`config.mk`:
```
export PLATFORM = sky130hd
export DESIGN_NAME = adc_i2c_reader_flat
export DESIGN_NICKNAME = d
export VERILOG_FILES = /design/src/source/i2c_pkg.sv /design/src/source/adc_sample_if.sv /design/src/source/adc_i2c_reader.sv /design/src/flat_wrapper.sv
export VERILOG_INCLUDE_DIRS = /design/src /design/src/source
export SDC_FILE = /design/constraint.sdc
export NUM_CORES = 1
export LEC_CHECK = 0
export BUFFER_PORTS_ARGS = -buffer_cell sky130_fd_sc_hd__buf_4
export CAP_MARGIN = 20
export CORE_UTILIZATION = 59
export DETAILED_ROUTE_END_ITERATION = 8
export PLACE_DENSITY = 0.86
export SLEW_MARGIN = 20
export SYNTH_ARGS = -nofsm -noshare
export SYNTH_HDL_FRONTEND = slang
export SYNTH_SLANG_ARGS = --single-unit
```
`constraint.sdc`:
```
create_clock -name sys_clk -period 2.2 [get_ports sys_clk]
set_clock_uncertainty 0.05 [all_clocks]
set_input_delay 0.44 -clock sys_clk [delete_from_list [all_inputs] [get_ports sys_clk]]
set_output_delay 0.44 -clock sys_clk [all_outputs]
set_load 0.01 [all_outputs]
```
`src/source/adc_display_defines.svh`:
```
//~~~~~~~~~~~~~~~~~~~~~~~~~~~~~~~~~~~~~~~~~~~~~~~~~
// build-time constants for the ADC polling display
// include in any module that needs bus or scan timing
//~~~~~~~~~~~~~~~~~~~~~~~~~~~~~~~~~~~~~~~~~~~~~~~~~
`ifndef ADC_DISPLAY_DEFINES_SVH
`define ADC_DISPLAY_DEFINES_SVH

// converter on the I2C bus
`define ADC_DEV_ADDR 7'h54 // 7-bit device address
`define ADC_REG_ADDR 8'h00 // conversion result register

// idle cycles between STOP and next START
// kept short so a simulation sees many readings
`define ADC_POLL_CYCLES 2000

// sys_clk cycles per quarter of one SCL bit
`define ADC_SCL_DIV 4

// dwell per display digit, in sys_clk cycles
`define SEG_SCAN_CYCLES 16

`endif
```
`src/source/i2c_pkg.sv`:
```
//~~~~~~~~~~~~~~~~~~~~~~~~~~~~~~~~~~~~~~~~~~~~~~~~~
// I2C master bus-protocol types
// imported by the converter reader
//~~~~~~~~~~~~~~~~~~~~~~~~~~~~~~~~~~~~~~~~~~~~~~~~~
package i2c_pkg;

	typedef enum logic [2:0] {
		ST_IDLE,    // waiting for the poll interval
		ST_START,
		ST_SEND,    // shifting one byte out
		ST_GET_ACK,
		ST_RESTART, // repeated start before the read
		ST_READ,
		ST_NACK,    // master ends the read
		ST_STOP
	} i2c_state_e;

	// quarters of one SCL bit
	typedef enum logic [1:0] {PH_0, PH_1, PH_2, PH_3} i2c_phase_e;

	// which byte the master is sending
	typedef enum logic [1:0] {BYTE_ADDR_WR, BYTE_REG, BYTE_ADDR_RD} i2c_byte_e;

endpackage

```
`src/source/adc_sample_if.sv`:
```
//~~~~~~~~~~~~~~~~~~~~~~~~~~~~~~~~~~~~~~~~~~~~~~~~~
// reading and status from the I2C reader to the
// BCD formatter, all driven by the reader
//~~~~~~~~~~~~~~~~~~~~~~~~~~~~~~~~~~~~~~~~~~~~~~~~~
interface adc_sample_if;

	logic [7:0] sample;     // byte read from the converter
	logic       sample_vld; // one-cycle, sample valid now
	logic       nack_err;   // one-cycle, converter did not ack
	logic       busy;       // transaction on the bus

	modport producer (
		output sample, sample_vld, nack_err, busy
	);

	modport consumer (
		input sample, sample_vld, nack_err, busy
	);

endinterface

```
`src/source/adc_i2c_reader.sv`:
```
//~~~~~~~~~~~~~~~~~~~~~~~~~~~~~~~~~~~~~~~~~~~~~~~~~
// I2C master polling one register of the converter
// write address, restart, read one byte, NACK, STOP
//~~~~~~~~~~~~~~~~~~~~~~~~~~~~~~~~~~~~~~~~~~~~~~~~~
`include "adc_display_defines.svh"

module adc_i2c_reader
	import i2c_pkg::*;
(
	input  logic           sys_clk,
	input  logic           sys_rst_n,
	adc_sample_if.producer smp,
	output logic           scl,
	output logic           sda_oe, // high pulls SDA low
	input  logic           sda_in
);
	localparam int DIV    = `ADC_SCL_DIV;
	localparam int POLL   = `ADC_POLL_CYCLES;
	localparam int DIV_W  = (DIV > 1) ? $clog2(DIV) : 1;
	localparam int POLL_W = $clog2(POLL + 1);

	i2c_state_e        state;
	i2c_phase_e        phase;
	i2c_byte_e         byte_sel;
	logic [DIV_W-1:0]  div_cnt;
	logic [POLL_W-1:0] poll_cnt;
	logic [2:0]        bit_cnt;
	logic [7:0]        tx_byte;
	logic [7:0]        rx_byte;
	logic              nack_seen;
	logic              phase_tick; // last cycle of a quarter
	logic              bit_end;
	logic              sample_pt;  // SCL is high here
	logic              scl_nxt;
	logic              oe_nxt;

	assign phase_tick = (div_cnt == DIV_W'(DIV - 1));
	assign bit_end    = phase_tick && (phase == PH_3);
	assign sample_pt  = phase_tick && (phase == PH_2);
	assign smp.busy   = (state != ST_IDLE);
	assign smp.sample = rx_byte;

	always_ff @(posedge sys_clk or negedge sys_rst_n) begin
		if (!sys_rst_n) begin
			state          <= ST_IDLE;
			phase          <= PH_0;
			byte_sel       <= BYTE_ADDR_WR;
			div_cnt        <= '0;
			poll_cnt       <= '0;
			bit_cnt        <= '0;
			nack_seen      <= 1'b0;
			smp.sample_vld <= 1'b0;
			smp.nack_err   <= 1'b0;
		end else begin
			smp.sample_vld <= 1'b0;
			smp.nack_err   <= 1'b0;
			if (state == ST_IDLE) begin
				div_cnt <= '0;
				phase   <= PH_0;
				if (poll_cnt == POLL_W'(POLL - 1)) begin
					poll_cnt <= '0;
					state    <= ST_START;
				end else begin
					poll_cnt <= poll_cnt + 1'b1;
				end
			end else begin
				div_cnt <= phase_tick ? '0 : div_cnt + 1'b1;
				if (phase_tick)
					phase <= i2c_phase_e'(phase + 2'd1);
				if (state == ST_GET_ACK && sample_pt && sda_in)
					nack_seen <= 1'b1; // SDA left high by the slave
				if (bit_end) begin
					case (state)
						ST_START: begin
							state     <= ST_SEND;
							byte_sel  <= BYTE_ADDR_WR;
							bit_cnt   <= '0;
							nack_seen <= 1'b0;
						end
						ST_SEND: begin
							bit_cnt <= bit_cnt + 1'b1;
							if (bit_cnt == 3'd7)
								state <= ST_GET_ACK;
						end
						ST_GET_ACK: begin
							if (nack_seen) begin
								state <= ST_STOP; // abort
							end else begin
								case (byte_sel)
									BYTE_ADDR_WR: begin
										byte_sel <= BYTE_REG;
										state    <= ST_SEND;
									end
									BYTE_REG: state <= ST_RESTART;
									default:  state <= ST_READ;
								endcase
							end
						end
						ST_RESTART: begin
							byte_sel <= BYTE_ADDR_RD;
							state    <= ST_SEND;
						end
						ST_READ: begin
							bit_cnt <= bit_cnt + 1'b1;
							if (bit_cnt == 3'd7)
								state <= ST_NACK;
						end
						ST_NACK: state <= ST_STOP;
						ST_STOP: begin
							state          <= ST_IDLE;
							smp.sample_vld <= !nack_seen;
							smp.nack_err   <= nack_seen;
						end
						default: state <= ST_IDLE;
					endcase
				end
			end
		end
	end

	// byte shifters
	always_ff @(posedge sys_clk) begin
		if (bit_end && state == ST_START)
			tx_byte <= {`ADC_DEV_ADDR, 1'b0};
		else if (bit_end && state == ST_RESTART)
			tx_byte <= {`ADC_DEV_ADDR, 1'b1};
		else if (bit_end && state == ST_GET_ACK && byte_sel == BYTE_ADDR_WR)
			tx_byte <= `ADC_REG_ADDR;
		else if (bit_end && state == ST_SEND)
			tx_byte <= {tx_byte[6:0], 1'b0}; // MSB first
		if (sample_pt && state == ST_READ)
			rx_byte <= {rx_byte[6:0], sda_in};
	end

	// line levels per state and quarter
	always_comb begin
		scl_nxt = 1'b1;
		oe_nxt  = 1'b0;
		case (state)
			ST_START: begin
				scl_nxt = (phase != PH_3);
				oe_nxt  = (phase == PH_2) || (phase == PH_3); // SDA falls with SCL high
			end
			ST_RESTART: begin
				scl_nxt = (phase == PH_1) || (phase == PH_2);
				oe_nxt  = (phase == PH_2) || (phase == PH_3);
			end
			ST_SEND: begin
				scl_nxt = (phase == PH_1) || (phase == PH_2);
				oe_nxt  = !tx_byte[7];
			end
			ST_GET_ACK, ST_READ, ST_NACK: begin
				scl_nxt = (phase == PH_1) || (phase == PH_2); // SDA released
			end
			ST_STOP: begin
				scl_nxt = (phase != PH_0);
				oe_nxt  = (phase == PH_0) || (phase == PH_1); // SDA rises with SCL high
			end
			default: ;
		endcase
	end

	always_ff @(posedge sys_clk or negedge sys_rst_n) begin
		if (!sys_rst_n) begin
			scl    <= 1'b1;
			sda_oe <= 1'b0;
		end else begin
			scl    <= scl_nxt;
			sda_oe <= oe_nxt;
		end
	end

endmodule

```
`src/flat_wrapper.sv`:
```
// flat-port wrapper written by rule: the top's interface ports become plain ports
module adc_i2c_reader_flat import i2c_pkg::*;
  (sys_clk, sys_rst_n, scl, sda_oe, sda_in, smp_sample, smp_sample_vld, smp_nack_err, smp_busy);
  adc_sample_if smp_i ();
  input  logic sys_clk;
  input  logic sys_rst_n;
  output logic scl;
  output logic sda_oe;
  input  logic sda_in;
  output wire logic [$bits(smp_i.sample)-1:0] smp_sample;
  output wire logic [$bits(smp_i.sample_vld)-1:0] smp_sample_vld;
  output wire logic [$bits(smp_i.nack_err)-1:0] smp_nack_err;
  output wire logic [$bits(smp_i.busy)-1:0] smp_busy;
  assign smp_sample = smp_i.sample;
  assign smp_sample_vld = smp_i.sample_vld;
  assign smp_nack_err = smp_i.nack_err;
  assign smp_busy = smp_i.busy;
  adc_i2c_reader u_core (.sys_clk(sys_clk), .sys_rst_n(sys_rst_n), .smp(smp_i), .scl(scl), .sda_oe(sda_oe), .sda_in(sda_in));
endmodule
```
==> flow_summary.yaml, run 1 <==
outcome:
  run_status: "complete, but fails checks"
  violations: "hold timing"
cts:
  clockRootBuffer: "clkbuf_8"
  htree_levels: 2
  clk-insertion-delay-late_ns: 0.30
  cts_hold_buf: 0
  cts_resized: 0
  cts_buffers: 5
  cts_max_path_buffers: 2
  clk_pin_slew_worst_paths_ns: 0.08
  cts_num_sinks: 44
  cts_tree: "yes"
  postCtsSetupRepairBufs: 0
place:
  dp_slack_ns: 0.259
  dp_hpwl_um: 2850
  place_congestion: 0.905
  port_buffers: 15
floorplan:
  fp.coreArea_um2: 3660
  die_y_um: 63.6
  dieArea_um2: 4040
  initial_core_util: 0.611
  rows: 22
  pin_count: 16
  chipWidth_um: 63.6
pwr:
  vdd_drop_max_uv: 303
  cellPowerDensity_nw_per_um2: 581
  p_leak_nw: 1.03
worst_setup_path:
  setup.worst_path.start_class: "flip-flop"
  crit_arrival_ns: 2.06
  cpMaxStageDelayCell: "nor4b_1"
  worst_setup_path_end_kind: "flip-flop"
  crit_fanout: 8
  path_cells: "ha_1, nand2_1, buf_4, nor4b_1, o21ai_0"
  cp_num_buf_inv: 1
  crit_type: "flip-flop to flip-flop"
  cpPeakStageDelay_ns: 0.48
  critical-path-top-delay-family: "simple AND/OR/NAND/NOR gates"
  worstPathRequired_ns: 2.31
yosys:
  synth_top_area_share: 0.302
  synthArstFlopShare: 0.636
  synth_area_um2: 2240
  syn_inst: 220
  synthTopCellsByArea: "dfrtp_1, edfxtp_1, dfxtp_1, ha_1, mux2i_1"
  yosysSeqAreaShare: 0.493
  avgSynthCellArea_um2: 10.2
  ys_ff_latch: 44
  synth_cell_type_count: 51
  synthFlopType: "dfrtp_1"
  synth_nets: 231
  synth_largest_area_cell: "dfrtp_1"
  synth_edf_count: 8
  yosysWarnings: 0
route:
  postRouteAntennaNets: 0
  drc: 0
  detail_route.wirelength_um: 4190
  dr.first_iter.drc_count: 95
  routed-via-count: 1677
  viasPerCell: 5.97
  routedWlPerCell_um: 14.9
  first_pass_iters: 4
sta:
  min_period_ns: 1.96
  setup_violations: 0
  slew_viol_final: 0
  rsz0062_at_grt: "no"
  hold_violations: 5
  slew_headroom: 0.627
  worst_slew_pin_slew_ns: 0.552
  fin_ws_ns: 0.243
  finalCritPeriodShare: 0.890
  setup-tns-final_ns: 0
  max_freq_ghz: 0.511
  whs_ns: -0.00847
cells_and_area:
  layout_commonest_cell: "dfrtp_1"
  nNetsFinal: 243
  syn2layout_area_growth_pct: 11.0
  post-route-util: 0.678
  drive_above_1_share: 0.159
  layout_common_cells: "dfrtp_1, buf_4, nand2_1"
  diodes: 0
grt:
  grt_max_degree: 29
  grt_usage: 0.234
  gr-total-overflow: 0
  grt_pass1_vias: 1587
  antenna_found_initial: 0
  grt_pass1_wl_um: 7240
worst_hold_path:
  hold_path.class: "input pin to asynchronous set/reset pin"
run:
  max-cap-violations: 0
state kept, by name, indices dropped and copies added (netlist names):
name                   flops
u_core.smp.sample          8
u_core.scl                 1
u_core.smp.nack_err        1
u_core.nack_seen           1
u_core.phase               2
u_core.div_cnt             2
u_core.poll_cnt           11
u_core.tx_byte             8
u_core.smp.sample_vld      1
u_core.byte_sel            2
u_core.sda_oe              1
u_core.bit_cnt             3
u_core.state               3
synth_stat cells (all sizes together) (2+ instances only):
library cell	number
dfrtp	27
nand2	15
a21oi	13
nor2	13
o21ai	13
buf	10
inv	9
mux2i	9
a31oi	8
dfxtp	8
edfxtp	8
ha	8
nor3	8
clkbuf	7
nand3	6
and3	4
nand2b	4
nand4	4
nor3b	4
o31ai	4
a211oi	3
a22o	3
a32o	3
nor2b	3
a41oi	2
and2	2
o211ai	2
o21a	2
or3	2
xnor2	2
metal layers:
metal  GRT usage  part of all wire
met1       0.321              0.48
met2       0.355              0.46
met3      0.0507             0.044
met4       0.102             0.017
met5           0                 0
power breakdown:
group / switching, mW / total, mW / leakage [nW] / internal, mW
Combinational: 0.0102 / 0.0128 / 0.475 / 0.00257
Clock: 0.271 / 0.607 / 0.0541 / 0.336
Sequential: 0 / 0.824 / 0.504 / 0.824
Total: 0.282 / 1.44 / 1.03 / 1.16
layout make-up:
| cell class | count | area, um^2 |
|---|---|---|
| Timing Repair Buffer | 22 | 165 |
| Inverter | 9 | 33.8 |
| Multi-Input combinational cell | 150 | 1010 |
| Clock inverter | 3 | 42.5 |
| Sequential cell | 44 | 1100 |
| Tap cell | 48 | 60.1 |
| Fill cell | 293 | 1180 |
| Clock buffer | 5 | 68.8 |
per-stage QoR:
stage	hold slack (ns)	cell area [um^2]	total power [mW]	instances
2_1_floorplan	0.0944	2240	0.842	220
3_3_place_gp	0.328	2370	0.855	273
3_5_place_dp	0.328	2370	0.855	273
4_1_cts	0.00293	2480	1.46	281
5_1_grt	0.0129	2480	1.50	281
6_report	-0.00847	2480	1.44	281
worst paths after layout:
kind	slack (ns)	cells past startpoint	endpoint	startpoint
setup / recovery	0.24	5	u_core.tx_byte[7]$_SDFFE_PP1P_	u_core.div_cnt[0]$_DFF_PN0_
hold / removal	-0.008	1	u_core.poll_cnt[5]$_DFFE_PN0P_	sys_rst_n
setup reg to reg	0.24	5	u_core.tx_byte[7]$_SDFFE_PP1P_	u_core.div_cnt[0]$_DFF_PN0_
hold reg to reg	0.39	1	u_core.div_cnt[0]$_DFF_PN0_	u_core.div_cnt[0]$_DFF_PN0_
max in group asynchronous	1.79	1	u_core.scl$_DFF_PN1_	sys_rst_n
min in group sys_clk	0.28	1	u_core.smp.sample[0]$_DFFE_PP_	sda_in
worst reg2reg max path, cell delays in order, from the launching register on:
cell and delay (ns):
dfrtp_1 0.36, ha_1 0.29, nand2_1 0.23, buf_4 0.22
nor4b_1 0.48, o21ai_0 0.18
kinds of logic (layout without fill, tap and decap cells):
kind of cell    count (synthesis)  after routing  share of synthesized area
simple gates                   70             70                      0.171
compound gates                 59             59                      0.180
flops                          44             44                      0.493
buf+inv                        26             39                     0.0554
mux                            10             10                     0.0453
fa+ha+maj                       8              8                     0.0447
xor+xnor                        3              3                     0.0117
(Power assumes the default switching activity.)
==> run 2, diff against run 1 <==
- CORE_UTILIZATION: 59 -> 60
- PLACE_DENSITY: 0.86 -> 0.79
- clock period: 2.2 -> 2.5 ns (I/O delays scaled with it)
==> run 2 against run 1 <==
Against the previous run: the run now ends clean; final cell count decreased by 1.8%; routed wire length increased by 4.1%; power decreased by 19%; largest power group unchanged; critical endpoint unchanged; utilization increased by 3.0 points; cell area decreased by 1.8%; die area decreased by 1.6%; sequential power decreased by 12%; critical path depth decreased by 2.
==> flow_summary.yaml, run 2 (synthesized netlist as in run 1, its figures left out) <==
cells_and_area:
  post-route-util: 0.709
  layout_commonest_cell: "dfrtp_1"
  multiInputGateArea_um2: 1010
  drive_above_1_share: 0.148
  largest_reg_flops: 11
  register_area_um2: 1100
  layout_common_cells: "dfrtp_1, buf_4, nand2_1"
  fillCellCount: 261
  syn2layout_area_growth_pct: 9.06
  final_cell_area_um2: 2440
  regMostFlops: "u_core.poll_cnt"
  final_cells: 276
  diodes: 0
  nNetsFinal: 240
sta:
  slew_headroom: 0.547
  worst_slew_pin_slew_ns: 0.680
  fin_ws_ns: 0.435
  finalCritPeriodShare: 0.826
  whs_ns: 0.0578
  hold_violations: 0
  setup-tns-final_ns: 0
  max_freq_ghz: 0.484
  slew_viol_final: 0
  min_period_ns: 2.07
  rsz0062_at_grt: "no"
  setup_violations: 0
route:
  dr.first_iter.drc_count: 226
  routedWlPerCell_um: 15.8
  drc: 0
  routed-via-count: 1718
  first_pass_iters: 4
  viasPerCell: 6.22
  postRouteAntennaNets: 0
  detail_route.wirelength_um: 4370
pwr:
  p_sw_mw: 0.250
  cellPowerDensity_nw_per_um2: 482
  internal-power_mw: 0.925
  vdd_drop_max_uv: 380
  p_sw_frac: 0.213
  power_frac_clock: 0.374
  combPwrFrac: 0.009
  p_leak_nw: 1.00
  seqPwrFrac: 0.617
  report.power.total_mw: 1.18
worst_setup_path:
  regToRegSetupSlack_ns: 0.43
  r2r_cells: 3
  crit_fanout: 23
  crit_arrival_ns: 2.17
  worst_setup_path_end_kind: "flip-flop"
  setup.worst_path.start_class: "flip-flop"
  reg2reg_from: "u_core.state[1]$_DFFE_PN0P_"
  worstPathRequired_ns: 2.61
  crit_type: "flip-flop to flip-flop"
  r2r-end: "u_core.tx_byte[7]$_SDFFE_PP1P_"
place:
  dp_hpwl_um: 3140
  dp_slack_ns: 0.467
  place_area_um2: 2350
  port_buffers: 15
  dp.cells: 268
  place_congestion: 0.895
grt:
  grt_pass1_wl_um: 7620
  use_met1: 0.353
  grtUsageMet2: 0.376
  grt-busiest-layer: "met2"
  grt_pass1_vias: 1658
  met3_usage: 0.0435
  gr-total-overflow: 0
  antenna_found_initial: 0
  grt_max_degree: 29
  grt_usage: 0.250
cts:
  clk_pin_slew_worst_paths_ns: 0.08
  cts_tree: "yes"
  cts_max_path_buffers: 2
  clk-insertion-delay-late_ns: 0.29
  cts_num_sinks: 44
  postCtsSetupRepairBufs: 0
  cts_buffers: 5
  clockRootBuffer: "clkbuf_8"
  cts_resized: 0
  cts_hold_buf: 0
  htree_levels: 2
outcome:
  run_status: "finished, final reports clean"
floorplan:
  dieArea_um2: 3980
  die_y_um: 63.1
  initial_core_util: 0.650
  fp.coreArea_um2: 3440
  chipWidth_um: 63.1
  rows: 21
  pin_count: 16
worst_hold_path:
  hold_path.class: "input pin to asynchronous set/reset pin"
run:
  max-cap-violations: 0
[run 2: cell count changes in the layout (fill, tap and decap cells not counted)]
cell	before	now
buf_4	22	19
clkinv_4	0	1
clkinvlp_4	1	2
bufinv_16	1	0
clkinv_2	1	0
[run 2: cell type report]
cell class                      count  share of cell area
Inverter                            9              0.0138
Tap cell                           46              0.0236
Clock inverter                      3             0.00974
Multi-Input combinational cell    150               0.414
Clock buffer                        5              0.0282
Timing Repair Buffer               19              0.0585
Sequential cell                    44               0.452
[run 2: how the worst max path moves through the flow]
stage | start | end | slack (ns)
finish | u_core.state[1]$_DFFE_PN0P_ | u_core.tx_byte[7]$_SDFFE_PP1P_ | 0.43
global route | u_core.state[1]$_DFFE_PN0P_ | u_core.tx_byte[7]$_SDFFE_PP1P_ | 0.27
CTS | u_core.state[1]$_DFFE_PN0P_ | u_core.tx_byte[7]$_SDFFE_PP1P_ | 0.44
detailed placement | u_core.state[1]$_DFFE_PN0P_ | u_core.tx_byte[7]$_SDFFE_PP1P_ | 0.47
global placement | u_core.state[1]$_DFFE_PN0P_ | u_core.tx_byte[3]$_SDFFE_PP1P_ | 0.63
floorplan | u_core.div_cnt[0]$_DFF_PN0_ | u_core.bit_cnt[1]$_DFFE_PN0P_ | 0.83
[run 2: per-layer routing]
metal | up-vias | part of all wire
met5 | - | 0
met4 | 0 | 0.018
met3 | 9 | 0.057
met2 | 66 | 0.46
met1 | 825 | 0.47
li1 | 818 | -
[run 2: power by group through the flow]
stage / sequential [mW] / clock (mW) / combinational (mW)
after floorplan: 0.740 / 0 / 0.000224
after global placement: 0.740 / 0 / 0.0114
after detailed placement: 0.740 / 0 / 0.0118
after CTS: 0.725 / 0.454 / 0.0118
after global routing: 0.725 / 0.483 / 0.0135
final: 0.725 / 0.439 / 0.0110
[run 2: worst max-delay path, cell delays in order (launching register included)]
cell     delay, ns
dfrtp_1       0.79
nand2_1       0.29
nor4b_1       0.60
o21ai_0       0.20
==> run 3, diff against run 2 <==
- ABC_AREA: unset -> 1
- CORE_UTILIZATION: 60 -> 54
- PLACE_DENSITY: 0.79 -> 0.75
- clock period: 2.5 -> 1.8 ns (I/O delays scaled with it)
==> run 3 against run 2 <==
Against the previous run: synthesized area rose by 4.1%; clock power rose by 68%; cell area up 6.7%; power rose by 50%; non-clock buffer count is 1 lower; sequential power increased by 39%; critical path depth unchanged; utilization shrank 6.7 points; routed wire length down 3.1%; register-to-register slack lost 0.19 ns.
==> flow_summary.yaml, run 3 <==
yosys:
  synth-simple-area-share: 0.347
  synth_mux_area_frac: 0
  ys_ff_latch: 44
  syn_inst: 274
  yosysWarnings: 0
  synth_top_family_by_area: "simple AND/OR/NAND/NOR gates"
  synth_cell_type_count: 37
  synth_nets: 285
  synth.top_cells.by_count: "nand2_1, nand3_1, dfrtp_1"
  synth_largest_area_cell: "dfrtp_1"
  synth_compound_area_frac: 0.0500
  yosysMostFrequentCell: "nand2_1"
  synthTopCellsByArea: "dfrtp_1, nand2_1, edfxtp_1, dfxtp_1, nand3_1"
  synth_area_um2: 2330
  synth_edf_count: 8
  synth_top_area_share: 0.290
  avgSynthCellArea_um2: 8.50
  synth_fa_ha_area_frac: 0.0430
  yosysSeqAreaShare: 0.473
  synthFlopType: "dfrtp_1"
  synth_xor_xnor_area_share: 0.0113
  synthArstFlopShare: 0.636
worst_setup_path:
  regToRegSetupSlack_ns: 0.24
  worst_setup_path_end_kind: "output pin"
  path_cells: "nor2_8, nand2_8, buf_4"
  reg2reg_from: "u_core.poll_cnt[0]$_DFFE_PN0P_"
  r2r_cells: 8
  setup.worst_path.start_class: "flip-flop"
  crit_arrival_ns: 1.28
  r2r-end: "u_core.poll_cnt[7]$_DFFE_PN0P_"
  crit_type: "flip-flop to output pin"
  cpMaxStageDelayCell: "dfrtp_2"
  cpPeakStageDelay_ns: 0.51
  crit_fanout: 17
  worstPathRequired_ns: 1.39
route:
  postRouteAntennaNets: 0
  drc: 0
  routedWlPerCell_um: 12.3
  dr.first_iter.drc_count: 106
  routed-via-count: 1774
  viasPerCell: 5.14
  first_pass_iters: 4
  detail_route.wirelength_um: 4230
sta:
  hold_violations: 0
  finalCritPeriodShare: 0.937
  worst_slew_pin_slew_ns: 0.367
  slew_headroom: 0.755
  setup-tns-final_ns: 0
  rsz0062_at_grt: "no"
  slew_viol_final: 0
  setup_violations: 0
  min_period_ns: 1.69
  fin_ws_ns: 0.114
  max_freq_ghz: 0.593
pwr:
  vdd_drop_max_uv: 411
  combPwrFrac: 0.010
  p_sw_frac: 0.194
  p_leak_nw: 1.28
  seqPwrFrac: 0.571
  power_frac_clock: 0.419
  p_sw_mw: 0.342
  internal-power_mw: 1.42
  cellPowerDensity_nw_per_um2: 678
floorplan:
  rows: 23
  chipWidth_um: 67.7
  die_y_um: 67.7
  initial_core_util: 0.574
  dieArea_um2: 4580
  fp.coreArea_um2: 4060
  pin_count: 16
grt:
  gr-total-overflow: 0
  grt_pass1_wl_um: 7350
  antenna_found_initial: 0
  grt_pass1_vias: 1622
  grt_usage: 0.219
  grt_max_degree: 29
cts:
  clk-insertion-delay-late_ns: 0.29
  cts_buffers: 5
  cts_num_sinks: 44
  cts_tree: "yes"
  clockRootBuffer: "clkbuf_8"
  clk_pin_slew_worst_paths_ns: 0.08
  cts_max_path_buffers: 2
  htree_levels: 2
worst_hold_path:
  hold_path.class: "input pin to flip-flop"
  hold_path_depth: 1
  worstHoldStart: "sda_in"
  hold-path-endpoint: "u_core.smp.sample[0]$_DFFE_PP_"
cells_and_area:
  fillCellCount: 349
  final_cells: 345
  diodes: 0
  nNetsFinal: 305
  syn2layout_area_growth_pct: 11.8
  drive_above_1_share: 0.193
  post-route-util: 0.641
  regMostFlops: "u_core.poll_cnt"
  layout_commonest_cell: "nand2_1"
  layout_common_cells: "nand2_1, nand3_1, dfrtp_1"
  largest_reg_flops: 11
  final_cell_area_um2: 2600
place:
  dp_slack_ns: 0.172
  dp.cells: 336
  dp_hpwl_um: 3130
  port_buffers: 15
  place_area_um2: 2480
  place_congestion: 0.871
outcome:
  run_status: "finished, final reports clean"
run:
  max-cap-violations: 0
[run 3: cell count changes after synthesis, sizes merged, moves of 5 or more]
cell,change
nand2,+79
nand3,+24
inv,+19
nor2,+18
a21oi,-9
mux2i,-9
a31oi,-7
clkbuf,-7
buf,-5
nor3,-5
[run 3: layout make-up]
cell class	instances	area, um^2	area share
Multi-Input combinational cell	195	1050	0.405
Tap cell	50	62.6	0.0240
Sequential cell	44	1100	0.425
Timing Repair Buffer	18	138	0.0529
Inverter	30	133	0.0510
Clock inverter	3	42.5	0.0163
Clock buffer	5	68.8	0.0264
[run 3: worst max path at each step]
stage	from	to	cells past startpoint
detailed placement	u_core.poll_cnt[0]$_DFFE_PN0P_	u_core.poll_cnt[7]$_DFFE_PN0P_	8
floorplan	u_core.state[0]$_DFFE_PN0P_	u_core.smp.sample[0]$_DFFE_PP_	5
CTS	u_core.state[1]$_DFFE_PN0P_	smp_busy	3
global route	u_core.state[1]$_DFFE_PN0P_	smp_busy	3
global placement	u_core.poll_cnt[0]$_DFFE_PN0P_	u_core.poll_cnt[8]$_DFFE_PN0P_	8
finish	u_core.state[1]$_DFFE_PN0P_	smp_busy	3
[run 3: power groups by stage]
stage	registers, mW	clock network (mW)	logic, mW
floorplan	1.03	0	0.000000646
global placement	1.03	0	0.0168
detailed placement	1.03	0	0.0173
CTS	1.01	0.767	0.0189
global route	1.01	0.805	0.0207
finish	1.01	0.739	0.0173
[run 3: timing repair]
item,4_1_cts,5_1_grt
gates resized for setup,0,3
setup buffers,0,0
setup endpoints to repair,0,9
hold endpoints to repair,27,0
hold buffers,1,0
[run 3: worst max-delay path: cells and delay by family (launching register included)]
kind                   cells  cell delay, ns
and+or+nand+nor            2            0.30
DFF                        1            0.51
buffers and inverters      1            0.17
[run 3: logic make-up after synthesis]
family	count (synthesis)
XOR/XNOR	3
AND/OR/NAND/NOR	164
AO/OA/AOI/OAI	20
buffers and inverters	35
adder cells (fa/ha/maj)	8
flip-flops	44
[run 3: stage by stage]
step                      hold slack (ns)  power [mW]
after floorplan                    0.0144        1.03
after global placement              0.255        1.04
after detailed placement            0.259        1.05
after CTS                           0.196        1.79
after global routing                0.195        1.83
final                               0.207        1.76
[run 3: routing by layer]
metal	up-vias	routed length (um)	GRT usage	part of all wire
li1	920	-	-	-
met5	-	0	0	0
met2	36	1990	0.330	0.47
met1	812	2030	0.304	0.48
met3	6	149	0.0473	0.035
met4	0	61	0.0798	0.014
